[config.mk]
export PLATFORM = sky130hd
export DESIGN_NAME = ring_compare_flat
export DESIGN_NICKNAME = d
export VERILOG_FILES = /design/src/logic/pixel_pkg.sv /design/src/logic/code_pkg.sv /design/src/logic/ring_if.sv /design/src/logic/ring_compare.sv /design/src/flat_wrapper.sv
export SDC_FILE = /design/constraint.sdc
export NUM_CORES = 1
export LEC_CHECK = 0
export BUFFER_PORTS_ARGS = -buffer_cell sky130_fd_sc_hd__buf_2
export CELL_PAD_IN_SITES_DETAIL_PLACEMENT = 1
export CELL_PAD_IN_SITES_GLOBAL_PLACEMENT = 1
export CORE_ASPECT_RATIO = 1.25
export CORE_UTILIZATION = 45
export CTS_CLUSTER_DIAMETER = 120
export DETAILED_ROUTE_END_ITERATION = 8
export PLACE_DENSITY = 0.95
export SLEW_MARGIN = 20
export SYNTH_ARGS = -nofsm -noshare
export SYNTH_HDL_FRONTEND = slang
export SYNTH_SLANG_ARGS = --single-unit
[constraint.sdc]
create_clock -name clk -period 4.4 [get_ports clk]
set_input_delay 0.22 -clock clk [delete_from_list [all_inputs] [get_ports clk]]
set_output_delay 0.22 -clock clk [all_outputs]
set_load 0.02 [all_outputs]
[src/logic/pixel_pkg.sv]
package pixel_pkg;

  localparam int PIXEL_W = 8;

  // Longest line the engine accepts, also the depth of each line buffer
  localparam int MAX_WIDTH = 256;

  // Column, row and width counters, wide enough to hold MAX_WIDTH itself
  localparam int COUNT_W = 9;

  localparam int WIN = 5;
  localparam int RING_N = 8;

  // Number of pixels in the window, the gain on a sample in the mean compare
  localparam int WIN_AREA = WIN * WIN;

  // WIN_AREA * 255 must fit, since the NI compare scales a sample by WIN_AREA
  localparam int SUM_W = 13;

  typedef logic [PIXEL_W-1:0] pixel_t;

  // Index 0 is east, then 45 degree steps counter-clockwise
  // 1 NE, 2 N, 3 NW, 4 W, 5 SW, 6 S, 7 SE
  typedef pixel_t [RING_N-1:0] ring_t;

  typedef logic [SUM_W-1:0] sum_t;

endpackage

[src/logic/code_pkg.sv]
package code_pkg;

  // One bit per ring direction, so this matches the ring size
  localparam int PATTERN_W = 8;

  // A riu2 code spans 0 to 9
  localparam int CODE_W = 4;

  // Bit k of a pattern belongs to direction k
  typedef logic [PATTERN_W-1:0] pattern_t;

  typedef logic [CODE_W-1:0] code_t;

  // Code for every pattern with more than two circular transitions
  localparam code_t NONUNIFORM_CODE = 4'd9;

endpackage

[src/logic/ring_if.sv]
`timescale 1ns/100ps

interface ring_if;
  import pixel_pkg::*;

  ring_t inner;     // Samples at distance 1 around the centre
  ring_t outer;     // Samples at distance 2, diagonals at the window corners
  sum_t patch_sum;  // Sum of all window pixels
  logic valid;      // Qualifies the three fields above

  modport src (
    output inner,
    output outer,
    output patch_sum,
    output valid
  );

  modport dst (
    input inner,
    input outer,
    input patch_sum,
    input valid
  );

endinterface

[src/logic/ring_compare.sv]
`timescale 1ns/100ps

module ring_compare (
  input  logic               clk,
  input  logic               rst_n,
  ring_if.dst                ring,
  output code_pkg::pattern_t ni_pattern_o,
  output code_pkg::pattern_t rd_pattern_o,
  output logic               pattern_valid_o
);
  import pixel_pkg::*;
  import code_pkg::*;

  pattern_t ni_bits;
  pattern_t rd_bits;

  // Comparing WIN_AREA * sample with the sum is the same as sample >= mean
  always_comb begin
    for (int k = 0; k < RING_N; k++) begin
      ni_bits[k] = (sum_t'(WIN_AREA) * sum_t'(ring.outer[k])) >= ring.patch_sum;
      rd_bits[k] = ring.outer[k] >= ring.inner[k];
    end
  end

  always_ff @(posedge clk) begin
    if (!rst_n) begin
      pattern_valid_o <= 1'b0;
    end else begin
      pattern_valid_o <= ring.valid;
    end
  end

  always_ff @(posedge clk) begin
    if (ring.valid) begin
      ni_pattern_o <= ni_bits;
      rd_pattern_o <= rd_bits;
    end
  end

endmodule

[src/flat_wrapper.sv]
// flat-port wrapper written by rule: the top's interface ports become plain ports
module ring_compare_flat import pixel_pkg::*; import code_pkg::*;
  (clk, rst_n, ni_pattern_o, rd_pattern_o, pattern_valid_o, ring_inner, ring_outer, ring_patch_sum, ring_valid);
  ring_if ring_i ();
  input  logic clk;
  input  logic rst_n;
  output code_pkg::pattern_t ni_pattern_o;
  output code_pkg::pattern_t rd_pattern_o;
  output logic pattern_valid_o;
  input wire logic [$bits(ring_i.inner)-1:0] ring_inner;
  input wire logic [$bits(ring_i.outer)-1:0] ring_outer;
  input wire logic [$bits(ring_i.patch_sum)-1:0] ring_patch_sum;
  input wire logic [$bits(ring_i.valid)-1:0] ring_valid;
  assign ring_i.inner = ring_inner;
  assign ring_i.outer = ring_outer;
  assign ring_i.patch_sum = ring_patch_sum;
  assign ring_i.valid = ring_valid;
  ring_compare u_core (.clk(clk), .rst_n(rst_n), .ring(ring_i), .ni_pattern_o(ni_pattern_o), .rd_pattern_o(rd_pattern_o), .pattern_valid_o(pattern_valid_o));
endmodule
# ---- Yosys cells after proc, flatten, opt, wreduce, memory -nomap -nowiden
# Index checks and enable logic that the tools add are counted.
dict set report totals {
  register_bits 17
  in_bits 144
  out_inout_bits 17
  word_cells 27
}
dict set report op_classes {
  n_mul 8
  magnitude_cmp 16
}
# operator count
set op_table {}
lappend op_table {{greater-or-equal comparator 13 bit} 8}
lappend op_table {{multiplier 5 x 8 -> 13 bit (first input constant)} 8}
lappend op_table {{greater-or-equal comparator 8 bit} 8}

# ---- Logic depth before layout (Yosys ltp)
dict set report depth {
  depth_word 2
  ltp_mapped 15
  ltp_nobuf 15
}

# ---- Worst setup path after synthesis
# OpenSTA, ideal clock, no wires.
dict set report synth_timing {
  path_kind {input-to-reg}
  startpoint {in ring_outer[3]}
  endpoint {reg u_core.ni_pattern_o[0] (data pin)}
  t_arrival_ps 3336
  setup_slack_ps 803
  cell_stages 15
  path_buffers 0
  cell_sequence {ha_1 ha_1 fa_1 ha_1 and3_1 a221o_1 o21ai_0 a21oi_1 xor2_1 ha_1 nand2_1 o21ai_0 a311o_1 o21ai_0 a21oi_1}
}
dict set report synth_between {
  elab_chain_len 2
}
# item line_no
set synth_rtl {}
lappend synth_rtl {{start, declared} flat_wrapper.sv:11} ;# input wire logic [$bits(ring_i.outer)-1:0] ring_outer;
lappend synth_rtl {{multiplier 5 x 8 -> 13 bit} ring_compare.sv:20} ;# ni_bits[k] = (sum_t'(WIN_AREA) * sum_t'(ring.outer[k])) >= ring.patch_sum;
lappend synth_rtl {{greater-or-equal comparator 13 bit} ring_compare.sv:20}
lappend synth_rtl {{named net u_core.ni_bits[0]} ring_compare.sv:14} ;# pattern_t ni_bits;
lappend synth_rtl {{end signal, assigned} ring_compare.sv:35} ;# ni_pattern_o <= ni_bits;
lappend synth_rtl {{end, declared} ring_compare.sv:7} ;# output code_pkg::pattern_t ni_pattern_o,
# The timed path passes the listed nets, and every way through them passes these cells.
# A chain may end at the register's enable or synchronous reset.

# ---- Final worst setup path
# Ends and elaborated chain as after synthesis.

==> out/metrics.csv <==
metric,value,unit
post-synthesis register bit count,17,
Max Clk Rate,275,MHz
Mapped Cells,956,
Worst setup startpoint,ring_outer[3],
Post-synth top flop,edfxtp_1,
postcts setup bufs,0,
most frequent CP cell,ha_1,
number of global-route vias before repair,8942,
DRT antenna net count,0,
final hold vios,0,
RSZ-0062 raised after global routing,false,
largest net degree at the start of global routing,18,
Initial Utilization,0.464,
Top Layer Used,met4,
Sink Count,17,
gr usage total,0.252,
met3 WL post-DR,665,um
Pwr Total,2610,uW
Initial DRC Count,178,
Post-Syn Area,9130,sq um
most frequent cells in the layout,"ha_1, buf_2, inv_1",
# setup viols final,0,
worst path cell trace,"buf_2, ha_1, ha_1, fa_1, ha_1, and3_1, a221o_1, o21ai_0, a21oi_1, xor2_1, ha_1, nand2_1, o21ai_0, a311o_1, o21ai_0, a21oi_1",
Placed Area,10300,sq um
Filler cells,2382,
Finished Core Util,0.525,
CTS tree,yes,
drt first pass iters,4,
"Arr. time, crit path",3.65,ns
Post-synth EDFFs,16,
GP Congestion,0.824,
Max clock buf depth,2,
WL/cell,18.5,um
status,"complete, no violations",
worst-margin pin slew,0.713,ns
classification of the worst setup path,in2reg,
grt total ovfl,0,
asr flop ratio synth,0,
Chip Width,129,um
top-level port count,161,
Post-Syn Nets,1521,
cts bufs inserted,3,
Worst setup SP type,input port,
CP max-delay cell,fa_1,
Pleak,0.00615,uW
Metal-1 WL,9730,um
synthesized area per cell,9.54,sq um
share of cells above drive strength 1,0.157,
clock-pin slew on the worst setup and hold paths,0.08,ns
nets,1686,
CTS Root Cell,clkbuf_16,
post-synth cell types,36,
Worst Path Required,4.42,ns
routed vias/inst,5.79,
Rows,57,
Layout area overhead,13.3,%
"Slew Viols, Final",0,
Port Buffers,160,
design area,10300,sq um
H-Tree Level Count,1,
routed wire length,25700,um
dpl hpwl,22100,um
Peak VDD IR,139,uV
routed wl met2,14000,um
CORE AREA,19700,sq um
Die Area,20900,sq um
DRC,0,
Power Dens Cells,252,nW/um^2
post-route minimum period,3.64,ns
cts-stage hold buffer count,0,
Hold Startpoint,rst_n,
initial antenna violation count,1,
Die H,161,um
DR vias,8020,
hold path depth,2,
crit end category,flip-flop,
"most common cell after layout, fill and taps aside",ha_1,
sequential-to-total area share from yosys stat,0.0548,
maxcap violations,0,
"Max FO, Critical Path",5,
first-pass GRT wire length,41300,um
CP peak stage delay,0.47,ns
Post-CTS Resized,0,
HP Class,in2reg,
worst rel slew slack,0.524,
final worst-path cycle share,0.826,
setup_tns,0,ns
Yosys warnings,0,
-- area by class of cell --
cell class / count / area, sq um / share of cell area
multi-input cells: 836 / 8240 / 0.797
repair buffers: 160 / 801 / 0.0775
well taps: 265 / 332 / 0.0321
flip-flops and latches: 17 / 500 / 0.0484
diodes: 1 / 2.50 / 0.000242
inverters: 103 / 387 / 0.0374
clock buffers: 4 / 78.8 / 0.00762
-- worst max-delay path: cells and delay by family --
family | cells | cell delay, ns
xor gates and xnor gates | 1 | 0.15
buffers and inverters | 1 | 0.13
AOI/OAI and AO/OA | 7 | 1.15
and+or+nand+nor | 2 | 0.28
adders and majority gates | 5 | 1.72
-- Yosys cell counts (8+ instances only) --
cell type  number  share of area
a21o_1         79          0.065
a21oi_1        57          0.031
edfxtp_1       16          0.053
fa_1           24          0.053
ha_1          397           0.54
inv_1         103          0.042
nand2_1        20         0.0082
nand2b_1       16          0.011
nand3_1        20          0.011
nand4_1        20          0.014
nor2_1         24         0.0099
nor3_1          8         0.0044
o21ai_0        30          0.016
o21bai_1       10         0.0082
xnor2_1        39          0.037
xor2_1         25          0.024
-- report_power, final --
part	total [uW]	internal, uW	leakage [uW]	switching (uW)
clock	227	125	0.0000382	102
combinational	2150	996	0.00595	1160
sequential	225	219	0.000163	6.72
-- registers in the layout, summed over array words and instances, names as in the netlist --
register and cells:
u_core.ni_pattern_o 8, u_core.rd_pattern_o 8, u_core.pattern_valid_o 1
-- cells by family (layout without fill, tap and decap cells) --
family | count (synthesis) | count (layout) | synth area share
adders and majority gates | 421 | 421 | 0.597
AOI/OAI and AO/OA | 216 | 216 | 0.163
and+or+nand+nor | 135 | 135 | 0.0810
buffers and inverters | 103 | 267 | 0.0424
xor gates and xnor gates | 64 | 64 | 0.0614
DFF | 17 | 17 | 0.0548
other | 0 | 1 | 0
-- metrics by stage --
stage	worst slack, ns	cells	hold WS, ns
2_1_floorplan	0.803	956	0.332
3_3_place_gp	0.526	1381	0.425
3_5_place_dp	0.450	1381	0.436
4_1_cts	0.748	1385	0.155
5_1_grt	0.494	1386	0.167
6_report	0.765	1386	0.157
-- routing by layer --
| layer | up-vias | global-route usage |
|---|---|---|
| met3 | 77 | 0.0215 |
| met1 | 3878 | 0.253 |
| li1 | 3884 | - |
| met2 | 181 | 0.500 |
| met5 | - | 0 |
| met4 | 0 | 0.132 |
-- worst paths after layout --
path / endpoint / slack [ns]
worst max-delay path: u_core.ni_pattern_o[0]$_DFFE_PP_ / 0.76
worst min-delay path: u_core.pattern_valid_o$_SDFF_PN0_ / 0.16
(Power assumes the default switching activity.)
