<file path="config.mk">
export PLATFORM = sky130hd
export DESIGN_NAME = riu2_encode
export DESIGN_NICKNAME = d
export VERILOG_FILES = /design/src/logic/code_pkg.sv /design/src/logic/riu2_encode.sv
export SDC_FILE = /design/constraint.sdc
export NUM_CORES = 1
export LEC_CHECK = 0
export BUFFER_PORTS_ARGS = -buffer_cell sky130_fd_sc_hd__buf_4
export CAP_MARGIN = 10
export CORE_ASPECT_RATIO = 1.1
export CORE_MARGIN = 3
export CORE_UTILIZATION = 41
export CTS_BUF_LIST = sky130_fd_sc_hd__clkbuf_4 sky130_fd_sc_hd__clkbuf_8
export DETAILED_ROUTE_END_ITERATION = 10
export GPL_ROUTABILITY_DRIVEN = 0
export PLACE_DENSITY = 0.65
export SKIP_CTS_REPAIR_TIMING = 1
export SYNTH_ARGS = -nofsm -noshare
export SYNTH_HDL_FRONTEND = slang
export SYNTH_SLANG_ARGS = --single-unit
</file>
<file path="constraint.sdc">
create_clock -name clk -period 5.15 [get_ports clk]
set_input_delay 1.03 -clock clk [delete_from_list [all_inputs] [get_ports clk]]
set_output_delay 1.03 -clock clk [all_outputs]
set_load 0.05 [all_outputs]
</file>
<file path="src/logic/code_pkg.sv">
package code_pkg;

  // One bit per ring direction, so this matches the ring size
  localparam int PATTERN_W = 8;

  // A riu2 code spans 0 to 9
  localparam int CODE_W = 4;

  // Bit k of a pattern belongs to direction k
  typedef logic [PATTERN_W-1:0] pattern_t;

  typedef logic [CODE_W-1:0] code_t;

  // Code for every pattern with more than two circular transitions
  localparam code_t NONUNIFORM_CODE = 4'd9;

endpackage

</file>
<file path="src/logic/riu2_encode.sv">
`timescale 1ns/100ps

module riu2_encode (
  input  logic               clk,
  input  logic               rst_n,
  input  code_pkg::pattern_t ni_pattern_i,
  input  code_pkg::pattern_t rd_pattern_i,
  input  logic               pattern_valid_i,
  output code_pkg::code_t    ni_code_o,
  output code_pkg::code_t    rd_code_o,
  output logic               code_valid_o
);
  import code_pkg::*;

  // Uniform patterns map to their count of ones, all others share one code
  function automatic code_t riu2(input pattern_t p);
    pattern_t edges;
    int       n_trans;
    edges   = p ^ {p[0], p[PATTERN_W-1:1]};  // Bit k marks a change between k and k+1
    n_trans = $countones(edges);
    if (n_trans <= 2) begin
      return code_t'($countones(p));
    end
    return NONUNIFORM_CODE;
  endfunction

  always_ff @(posedge clk) begin
    if (!rst_n) begin
      code_valid_o <= 1'b0;
    end else begin
      code_valid_o <= pattern_valid_i;
    end
  end

  always_ff @(posedge clk) begin
    if (pattern_valid_i) begin
      ni_code_o <= riu2(ni_pattern_i);
      rd_code_o <= riu2(rd_pattern_i);
    end
  end

  a_code_range: assert property (@(posedge clk) disable iff (!rst_n)
    code_valid_o |-> (ni_code_o <= NONUNIFORM_CODE) && (rd_code_o <= NONUNIFORM_CODE));

endmodule

</file>
# Word-level counts from Yosys, hierarchy flattened
# Index checks and enable logic that the tools add are counted.
[totals]
register_bits = 9
inputBits = 19
out_inout_bits = 9
wordCells = 41
[classes]
add_sub_neg = 28
n_lt_le_gt_ge = 2
mux = 6
n_bitwise = 2
[op_table]
columns = ["operator", "n"]
rows = [
  ["adder 1 x 1 -> 2 bit", 16],
  ["adder 2 x 2 -> 3 bit", 8],
  ["adder 3 x 3 -> 4 bit", 4],
  ["XOR 8 bit", 2],
  ["<= comparator 4 x 2 -> 1 bit (second input constant)", 2],
  ["two-way mux 4 bit", 2],
  ["two-way mux 1 bit", 4],
]

# Longest topological paths before layout
# Gate-level depths: netlist of the first run.
[logic_depth]
depth_word = 7
mapped_depth = 12
depth_no_buf = 12

# Worst setup path before layout of the first run
# No wires, ideal clock.
[synth_timing]
kind = "input to register"
start = "input port rd_pattern_i[0]"
end = "register rd_code_o[3] (data pin)"
arrival_ns = 3.798
required_ns = 4.878
setup_slack_ns = 1.080
stages = 12
path_buffers = 0
path_cell_list = "xor2_1 -> ha_1 -> inv_1 -> fa_1 -> inv_1 -> fa_1 -> ha_1 -> inv_1 -> fa_1 -> a211o_1 -> a221oi_2 -> o21ai_0"
[synth_between]
elab_chain_len = 7
[synth_lines]
columns = ["element", "line", "source"]
rows = [
  ["start, declared", "riu2_encode.sv:7", "input code_pkg::pattern_t rd_pattern_i,"],
  ["XOR 8 bit", "riu2_encode.sv:19", "edges = p ^ {p[0], p[PATTERN_W-1:1]};"],
  ["adder 1 x 1 -> 2 bit (implied by the code)", "riu2_encode.sv:20", "n_trans = $countones(edges);"],
  ["adder 2 x 2 -> 3 bit (implied by the code)", "riu2_encode.sv:20", ""],
  ["adder 3 x 3 -> 4 bit (implied by the code)", "riu2_encode.sv:20", ""],
  ["<= comparator 4 x 2 -> 1 bit", "riu2_encode.sv:21", "if (n_trans <= 2) begin"],
  ["two-way mux 1 bit", "riu2_encode.sv:21", ""],
  ["two-way mux 1 bit", "riu2_encode.sv:36", "if (pattern_valid_i) begin"],
  ["end signal, assigned", "riu2_encode.sv:38", "rd_code_o <= riu2(rd_pattern_i);"],
  ["end, declared", "riu2_encode.sv:10", "output code_pkg::code_t rd_code_o,"],
]
# Parallel ways exist; a longest one is shown, timed or not. The select of a mux whose other input is x is not followed.
# A chain may end at the register's enable or synchronous reset.

# Worst setup path in the final report of the first run
# Ends and elaborated chain as after synthesis.

==> results.yml, run 1 <==
floorplanning:
  start_util_pct: 44.6
  die_w_um: 56.6
  die_y_um: 61.7
  dieArea_mm2: 0.00349
  io_pins: 28
  rows: 19
  core_mm2: 0.00259
synth:
  ys_dominant_reg_cell: "edfxtp_1"
  synth_top_family_by_area: "adder cells"
  ys_async_sr_fraction_pct: 0
  synth_xor_area_share_pct: 13.7
  synth.cell_area_mm2: 0.00115
  ys_warn_count: 0
  ys_types: 19
  synthMuxAreaShare_pct: 0
  synth_compound_area_share_pct: 6.61
  synth-seq-area-share_pct: 22.5
  syn_inst: 111
  synth_seq_cells: 9
  synthAdderAreaFrac_pct: 41.6
  synth_edf_count: 8
  synth-simple-area-share_pct: 4.55
  syn-num-nets: 160
  syn_avg_cell_area_um2: 10.4
grt:
  grtUsageTotal_pct: 13.1
  grt_pass1_wl_mm: 3.57
  grt_pass1_vias: 850
  grt.overflow.total: 0
  antenna_found_initial: 0
  grt_max_degree: 10
timing:
  period_share_pct: 80.1
  finalSetupTns_ns: 0
  slew_headroom_pct: 69.6
  holdWs_ns: 0.976
  rsz0062_at_grt: "no"
  hold_violations: 0
  fmax_mhz: 243
  setup_violations: 0
  max_slew.worst_pin.slew_ns: 0.451
  min_period_ns: 4.12
  slew_viol_final: 0
drt:
  met3_length_um: 104
  routed_wire_length_per_instance_um: 11.6
  viasPerCell: 4.72
  routed.top_layer: "met3"
  drtAntennaViolNets: 0
  firstDrtPassIters: 4
  drt_iter0_drc: 16
  route.met2.wl_mm: 1.08
  wl_met1_um: 829
  routed_wl_mm: 2.01
  vias: 817
  drc: 0
power_and_ir_drop:
  comb_power_share_pct: 68.0
  power_frac_seq_pct: 22.0
  powerDensity_mw_per_mm2: 410
  p_int_mw: 0.308
  switchingPower_mw: 0.276
  total_power_mw: 0.585
  clkPwrFrac_pct: 10.0
  swShare_pct: 47.3
  p_leak_nw: 0.760
  vdd_drop_max_mv: 0.293
placement:
  dp_cells: 169
  io_buffers: 27
  hpwl_mm: 1.81
hold_path:
  min-delay-start: "rst_n"
  hp-class: "primary input to flop"
final_layout:
  final_common_cell: "inv_1"
  n_fill_cell: 249
  mostFrequentLayoutCells: "34 x inv_1, 27 x buf_4, 16 x ha_1"
  finalNonFillerCells: 173
  layout-drive-gt1-share_pct: 22.5
  seq_area_um2: 260
  area_growth_pct: 23.5
  final_util_pct: 55.0
  finalNetCount: 192
  diodes: 0
  multiInputGateArea_um2: 767
clock_network:
  htreeDepth: 1
  cts.clk_slew.worst_paths_ns: 0.06
  cts_tree: "done"
  cts.sinks: 9
  clockBufferDepth: 2
  clockRootBuffer: "clkbuf_4"
  cts_buffers: 3
worst_setup_path:
  worst-path-max-fanout: 4
  crit_type: "primary input to flop"
  worstSetupStartpointType: "primary input"
  crit_arrival_ns: 4.12
  critPathLaunch: "rd_pattern_i[0]"
  end_kind: "flop"
  crit_required_ns: 5.14
status:
  status: "completed"
run:
  maxCapViolations: 0
## registers in the layout (all words and copies together), names as in the netlist
signal and flops:
code_valid_o 1, ni_code_o 4, rd_code_o 4
## synth_stat cells (2+ instances only)
| library cell | number | area (um2) |
|---|---|---|
| a211o_1 | 2 | 17.5 |
| a21o_1 | 3 | 22.5 |
| and2_1 | 3 | 18.8 |
| edfxtp_1 | 8 | 240 |
| fa_1 | 14 | 280 |
| ha_1 | 16 | 200 |
| inv_1 | 34 | 128 |
| nand2_1 | 2 | 7.51 |
| nor3_1 | 2 | 10.0 |
| o21ai_0 | 2 | 10.0 |
| xnor2_1 | 4 | 35.0 |
| xor2_1 | 14 | 123 |
## power groups by stage
| stage | Clock [mW] | Combinational (mW) | Sequential (mW) |
|---|---|---|---|
| floorplan | 0 | 0.191 | 0.229 |
| global placement | 0 | 0.383 | 0.130 |
| detailed placement | 0 | 0.402 | 0.130 |
| CTS | 0.0610 | 0.405 | 0.129 |
| global route | 0.0662 | 0.449 | 0.131 |
| finish | 0.0585 | 0.398 | 0.129 |
## path summary, 6_finish.rpt
kind,endpoint,depth (start not counted)
worst min-delay path,code_valid_o$_SDFF_PN0_,2
worst max-delay path,rd_code_o[3]$_SDFFCE_PN1P_,13
## metal layers
metal | track usage, % | vias up
met5 | 0 | -
met4 | 4.07 | 0
met3 | 2.73 | 0
met2 | 24.9 | 20
met1 | 14.9 | 392
li1 | - | 405
## cells by family after synthesis
family / after synthesis
buf+inv: 34
fa+ha+maj: 30
compound gates: 10
xor+xnor: 18
simple gates: 10
flops: 9
## cell type report
type,instances,share of cell area (%)
Sequential cell,9,18.2
Clock buffer,4,2.11
Multi-Input combinational cell,68,53.8
Timing Repair Buffer,27,14.2
Inverter,34,8.95
Tap cell,31,2.72
## metrics by stage
| stage | setup slack (ns) | area [um2] |
|---|---|---|
| floorplan | 1.08 | 1150 |
| global placement | 0.862 | 1400 |
| detailed placement | 0.736 | 1400 |
| CTS | 1.02 | 1430 |
| global route | 0.920 | 1430 |
| finish | 1.03 | 1430 |
## critical path: stages
cell and delay [ns]:
buf_4 0.13, xor2_1 0.16, ha_1 0.27, inv_1 0.05, fa_1 0.52, inv_1 0.05
fa_1 0.54, ha_1 0.17, inv_1 0.06, fa_1 0.39, a211o_1 0.29, a221oi_2 0.30
o21ai_0 0.14
Note: power is estimated with default switching activity, not from simulation.
==> inputs of run 2 (changes only) <==
--- a/config.mk
+++ b/config.mk
@@ -5,6 +5,7 @@
 export SDC_FILE = /design/constraint.sdc
 export NUM_CORES = 1
 export LEC_CHECK = 0
+export ABC_AREA = 1
 export BUFFER_PORTS_ARGS = -buffer_cell sky130_fd_sc_hd__buf_4
 export CAP_MARGIN = 10
 export CORE_ASPECT_RATIO = 1.1
==> constraint.sdc (replaced) <==
create_clock -name clk -period 3.95 [get_ports clk]
set_input_delay 0.79 -clock clk [delete_from_list [all_inputs] [get_ports clk]]
set_output_delay 0.79 -clock clk [all_outputs]
set_load 0.05 [all_outputs]
==> results.yml, run 2 <==
floorplanning:
  dieArea_mm2: 0.00360
  io_pins: 28
  die_y_um: 62.6
  die_w_um: 57.4
  rows: 19
  start_util_pct: 45.2
  core_mm2: 0.00264
drt:
  route.met2.wl_mm: 1.03
  routed_wire_length_per_instance_um: 9.42
  vias: 859
  drt_iter0_drc: 6
  firstDrtPassIters: 2
  drtAntennaViolNets: 0
  routed.top_layer: "met4"
  viasPerCell: 4.45
  drc: 0
  wl_met1_um: 714
  routed_wl_mm: 1.82
  met3_length_um: 66
worst_setup_path:
  crit_type: "primary input to flop"
  crit_required_ns: 3.95
  slowest_stage: "fa_1"
  crit_arrival_ns: 3.53
  worstSetupStartpointType: "primary input"
  path_common_cell: "inv_1"
  max_stage_delay_ns: 0.55
  crit_chain: "buf_4, xor2_1, ha_1, inv_1, fa_1, inv_1, fa_1, ha_1, inv_1, fa_1, inv_1, a21oi_2, nand3b_1"
  end_kind: "flop"
  worst-path-max-fanout: 4
grt:
  grt_pass1_vias: 857
  grt_max_degree: 10
  grt_pass1_wl_mm: 3.48
  grtUsageTotal_pct: 11.8
  grt.overflow.total: 0
  antenna_found_initial: 0
power_and_ir_drop:
  vdd_drop_max_mv: 0.436
  comb_power_share_pct: 68.2
  clkPwrFrac_pct: 9.8
  p_int_mw: 0.396
  powerDensity_mw_per_mm2: 516
  power_frac_seq_pct: 22.0
  swShare_pct: 47.7
  switchingPower_mw: 0.360
  p_leak_nw: 0.797
timing:
  fmax_mhz: 283
  setup_violations: 0
  rsz0062_at_grt: "no"
  finalSetupTns_ns: 0
  max_slew.worst_pin.slew_ns: 0.187
  period_share_pct: 89.3
  slew_viol_final: 0
  min_period_ns: 3.53
  hold_violations: 0
  slew_headroom_pct: 87.4
  timing.final.ws_setup_ns: 0.421
synth:
  ys_async_sr_fraction_pct: 0
  syn_inst: 131
  ys_types: 14
  ys_warn_count: 0
  synth_common_cells: "40 x inv_1, 19 x nand2_1, 16 x ha_1"
  synthTopCellsByArea: "fa_1 23%, edfxtp_1 20%, ha_1 17%"
  ys_dominant_reg_cell: "edfxtp_1"
  yosysMostFrequentCell: "inv_1"
  synth.cell_area_mm2: 0.00119
  synth-seq-area-share_pct: 21.8
  syn_avg_cell_area_um2: 9.11
  syn-num-nets: 180
  synth_seq_cells: 9
  synth_edf_count: 8
  synth_top_area_share_pct: 23.5
  synth_top_area_cell: "fa_1"
final_layout:
  finalNonFillerCells: 193
  layout-drive-gt1-share_pct: 19.8
  area_growth_pct: 22.7
  finalNetCount: 212
  final_common_cell: "inv_1"
  reg.largest.list: "ni_code_o (4), rd_code_o (4), code_valid_o (1)"
  mostFrequentLayoutCells: "40 x inv_1, 27 x buf_4, 19 x nand2_1"
  diodes: 0
  n_fill_cell: 248
clock_network:
  cts.clk_slew.worst_paths_ns: 0.06
  clockBufferDepth: 2
  htreeDepth: 1
  cts_buffers: 3
  cts_tree: "done"
  clockRootBuffer: "clkbuf_4"
  cts.sinks: 9
placement:
  pre_cts_ws_ns: 0.106
  dp_cells: 189
  io_buffers: 27
  hpwl_mm: 1.72
run:
  maxCapViolations: 0
status:
  status: "completed"
hold_path:
  hp-class: "primary input to flop"
[run 2: cell count changes after synthesis, moves of 3 or more]
| cell | before | now |
|---|---|---|
| nand2_1 | 2 | 19 |
| inv_1 | 34 | 40 |
| nand3_1 | 0 | 5 |
| nor2_1 | 1 | 6 |
| a21o_1 | 3 | 0 |
| and2_1 | 3 | 0 |
| xor2_1 | 14 | 11 |
[run 2: power by group through the flow]
stage	Clock (mW)	Sequential (mW)	Combinational, mW
floorplan	0	0.297	0.260
detailed placement	0	0.168	0.525
CTS	0.0761	0.167	0.528
global route	0.0866	0.170	0.597
global placement	0	0.167	0.512
finish	0.0744	0.166	0.516
[run 2: layer usage]
layer | up-vias | GRT usage [%]
met5 | - | 0
met4 | 0 | 1.74
met3 | 2 | 2.69
met2 | 15 | 21.8
met1 | 392 | 13.8
li1 | 450 | -
[run 2: cell type report]
cell class | count | area [um2] | area share [%]
timing repair buffer | 27 | 203 | 13.8
tap | 31 | 38.8 | 2.65
clock buffer | 4 | 30.0 | 2.05
sequential | 9 | 260 | 17.8
multi-input combinational | 82 | 783 | 53.5
inverter | 40 | 150 | 10.2
[run 2: per-stage QoR]
stage / utilization, % / area (um2) / hold WS [ns] / power (mW)
2_1_floorplan: - / 1190 / 0.883 / 0.557
3_5_place_dp: 54.4 / 1440 / 0.976 / 0.694
4_1_cts: 55.5 / 1470 / 0.711 / 0.771
5_1_grt: 55.5 / 1470 / 0.714 / 0.853
3_3_place_gp: 54.4 / 1440 / 0.970 / 0.680
6_report: 55.5 / 1470 / 0.716 / 0.756
[run 2: worst paths after layout]
path	from	end	slack, ns	cells after the start
setup / recovery	rd_pattern_i[0]	rd_code_o[0]$_SDFFCE_PN1P_	0.42	13
hold / removal	rst_n	code_valid_o$_SDFF_PN0_	0.72	3
[run 2: critical path, delay by kind of cell]
family | cells | cell delay, ns
AOI/OAI and AO/OA | 1 | 0.16
xor gates and xnor gates | 1 | 0.16
adders and majority gates | 5 | 2.00
buffers and inverters | 5 | 0.33
and+or+nand+nor | 1 | 0.09
[run 2: kinds of logic after synthesis]
logic type	synth area share, %
compound gates	1.36
fa+ha+maj	40.3
flops	21.8
simple gates	12.3
buf+inv	12.6
xor+xnor	11.7
==> inputs of run 3 (changes only) <==
--- a/config.mk
+++ b/config.mk
@@ -14,6 +14,7 @@
 export CTS_BUF_LIST = sky130_fd_sc_hd__clkbuf_4 sky130_fd_sc_hd__clkbuf_8
 export DETAILED_ROUTE_END_ITERATION = 10
 export GPL_ROUTABILITY_DRIVEN = 0
+export MAX_ROUTING_LAYER = met4
 export PLACE_DENSITY = 0.65
 export SKIP_CTS_REPAIR_TIMING = 1
 export SYNTH_ARGS = -nofsm -noshare
==> results.yml, run 3 (same netlist as run 2, synthesis figures left out) <==
status:
  status: "completed"
worst_setup_path:
  worstSetupStartpointType: "primary input"
  crit_required_ns: 3.95
  crit_type: "primary input to flop"
  path_common_cell: "inv_1"
  worstSetupEndpoint: "rd_code_o[0]$_SDFFCE_PN1P_"
  max_stage_delay_ns: 0.55
  slowest_stage: "fa_1"
  crit_chain: "buf_4, xor2_1, ha_1, inv_1, fa_1, inv_1, fa_1, ha_1, inv_1, fa_1, inv_1, a21oi_2, nand3b_1"
  crit_arrival_ns: 3.53
  worst-path-max-fanout: 4
  end_kind: "flop"
  critPathLaunch: "rd_pattern_i[0]"
final_layout:
  final_common_cell: "inv_1"
  final_util_pct: 55.5
  reg.largest.list: "ni_code_o (4), rd_code_o (4), code_valid_o (1)"
  seq_area_um2: 260
  mostFrequentLayoutCells: "40 x inv_1, 27 x buf_4, 19 x nand2_1"
  multiInputGateArea_um2: 783
  layout-drive-gt1-share_pct: 19.8
  finalNetCount: 212
  area_growth_pct: 22.7
  finalNonFillerCells: 193
  diodes: 0
  n_fill_cell: 248
clock_network:
  clockBufferDepth: 2
  cts_tree: "done"
  cts.clk_slew.worst_paths_ns: 0.06
  clockRootBuffer: "clkbuf_4"
  htreeDepth: 1
  cts_buffers: 3
  cts.sinks: 9
power_and_ir_drop:
  p_leak_nw: 0.797
  vdd_drop_max_mv: 0.436
  powerDensity_mw_per_mm2: 516
drt:
  viasPerCell: 4.44
  drtAntennaViolNets: 0
  routed_wire_length_per_instance_um: 9.44
  firstDrtPassIters: 2
  routed_wl_mm: 1.82
  vias: 857
  drc: 0
  drt_iter0_drc: 6
grt:
  grt_max_degree: 10
  grt_pass1_wl_mm: 3.50
  grtUsageTotal_pct: 12.1
  grt_pass1_vias: 855
  grt.overflow.total: 0
  antenna_found_initial: 0
timing:
  slew_viol_final: 0
  max_slew.worst_pin.slew_ns: 0.199
  setup_violations: 0
  slew_headroom_pct: 86.7
  fmax_mhz: 284
  finalSetupTns_ns: 0
  min_period_ns: 3.53
  rsz0062_at_grt: "no"
  hold_violations: 0
  period_share_pct: 89.3
  holdWs_ns: 0.716
floorplanning:
  core_mm2: 0.00264
  io_pins: 28
  die_w_um: 57.4
  rows: 19
  dieArea_mm2: 0.00360
  die_y_um: 62.6
  start_util_pct: 45.2
run:
  maxCapViolations: 0
hold_path:
  hp-class: "primary input to flop"
placement:
  io_buffers: 27
  hpwl_mm: 1.72
  dp_cells: 189
[run 3: where the power goes]
group	internal (mW)	switching [mW]
logic	0.192	0.323
registers	0.158	0.00833
clock network	0.0456	0.0289
total	0.396	0.360
[run 3: per-stage QoR]
stage,area [um2],power (mW),setup slack (ns)
6_report,1470,0.756,0.424
5_1_grt,1470,0.853,0.280
4_1_cts,1470,0.771,0.398
3_5_place_dp,1440,0.694,0.106
3_3_place_gp,1440,0.680,0.150
2_1_floorplan,1190,0.557,0.413
[run 3: metal layers]
metal / share of wire, % / global-route usage, %
met5: 0 / -
met2: 57 / 21.8
met4: 0.33 / 1.74
met1: 39 / 13.9
met3: 3.6 / 2.69
[run 3: cell type report]
cell class / instances / share of cell area [%]
clock buffers: 4 / 2.05
repair buffers: 27 / 13.8
well taps: 31 / 2.65
flip-flops and latches: 9 / 17.8
multi-input cells: 82 / 53.5
inverters: 40 / 10.2
[run 3: worst min path at each step]
| stage | from | endpoint | slack [ns] | depth (start not counted) |
|---|---|---|---|---|
| final | rst_n | code_valid_o$_SDFF_PN0_ | 0.72 | 3 |
| after global routing | rst_n | code_valid_o$_SDFF_PN0_ | 0.71 | 3 |
| after CTS | rst_n | code_valid_o$_SDFF_PN0_ | 0.71 | 3 |
| after detailed placement | rst_n | code_valid_o$_SDFF_PN0_ | 0.98 | 3 |
| after global placement | rst_n | code_valid_o$_SDFF_PN0_ | 0.97 | 3 |
| after floorplan | pattern_valid_i | code_valid_o$_SDFF_PN0_ | 0.88 | 2 |
[run 3: worst max-delay path: cells and delay by family]
| family | cells | cell delay [ns] |
|---|---|---|
| adder cells (fa/ha/maj) | 5 | 1.99 |
| buffers and inverters | 5 | 0.33 |
| XOR/XNOR | 1 | 0.16 |
| AO/OA/AOI/OAI | 1 | 0.16 |
| AND/OR/NAND/NOR | 1 | 0.09 |
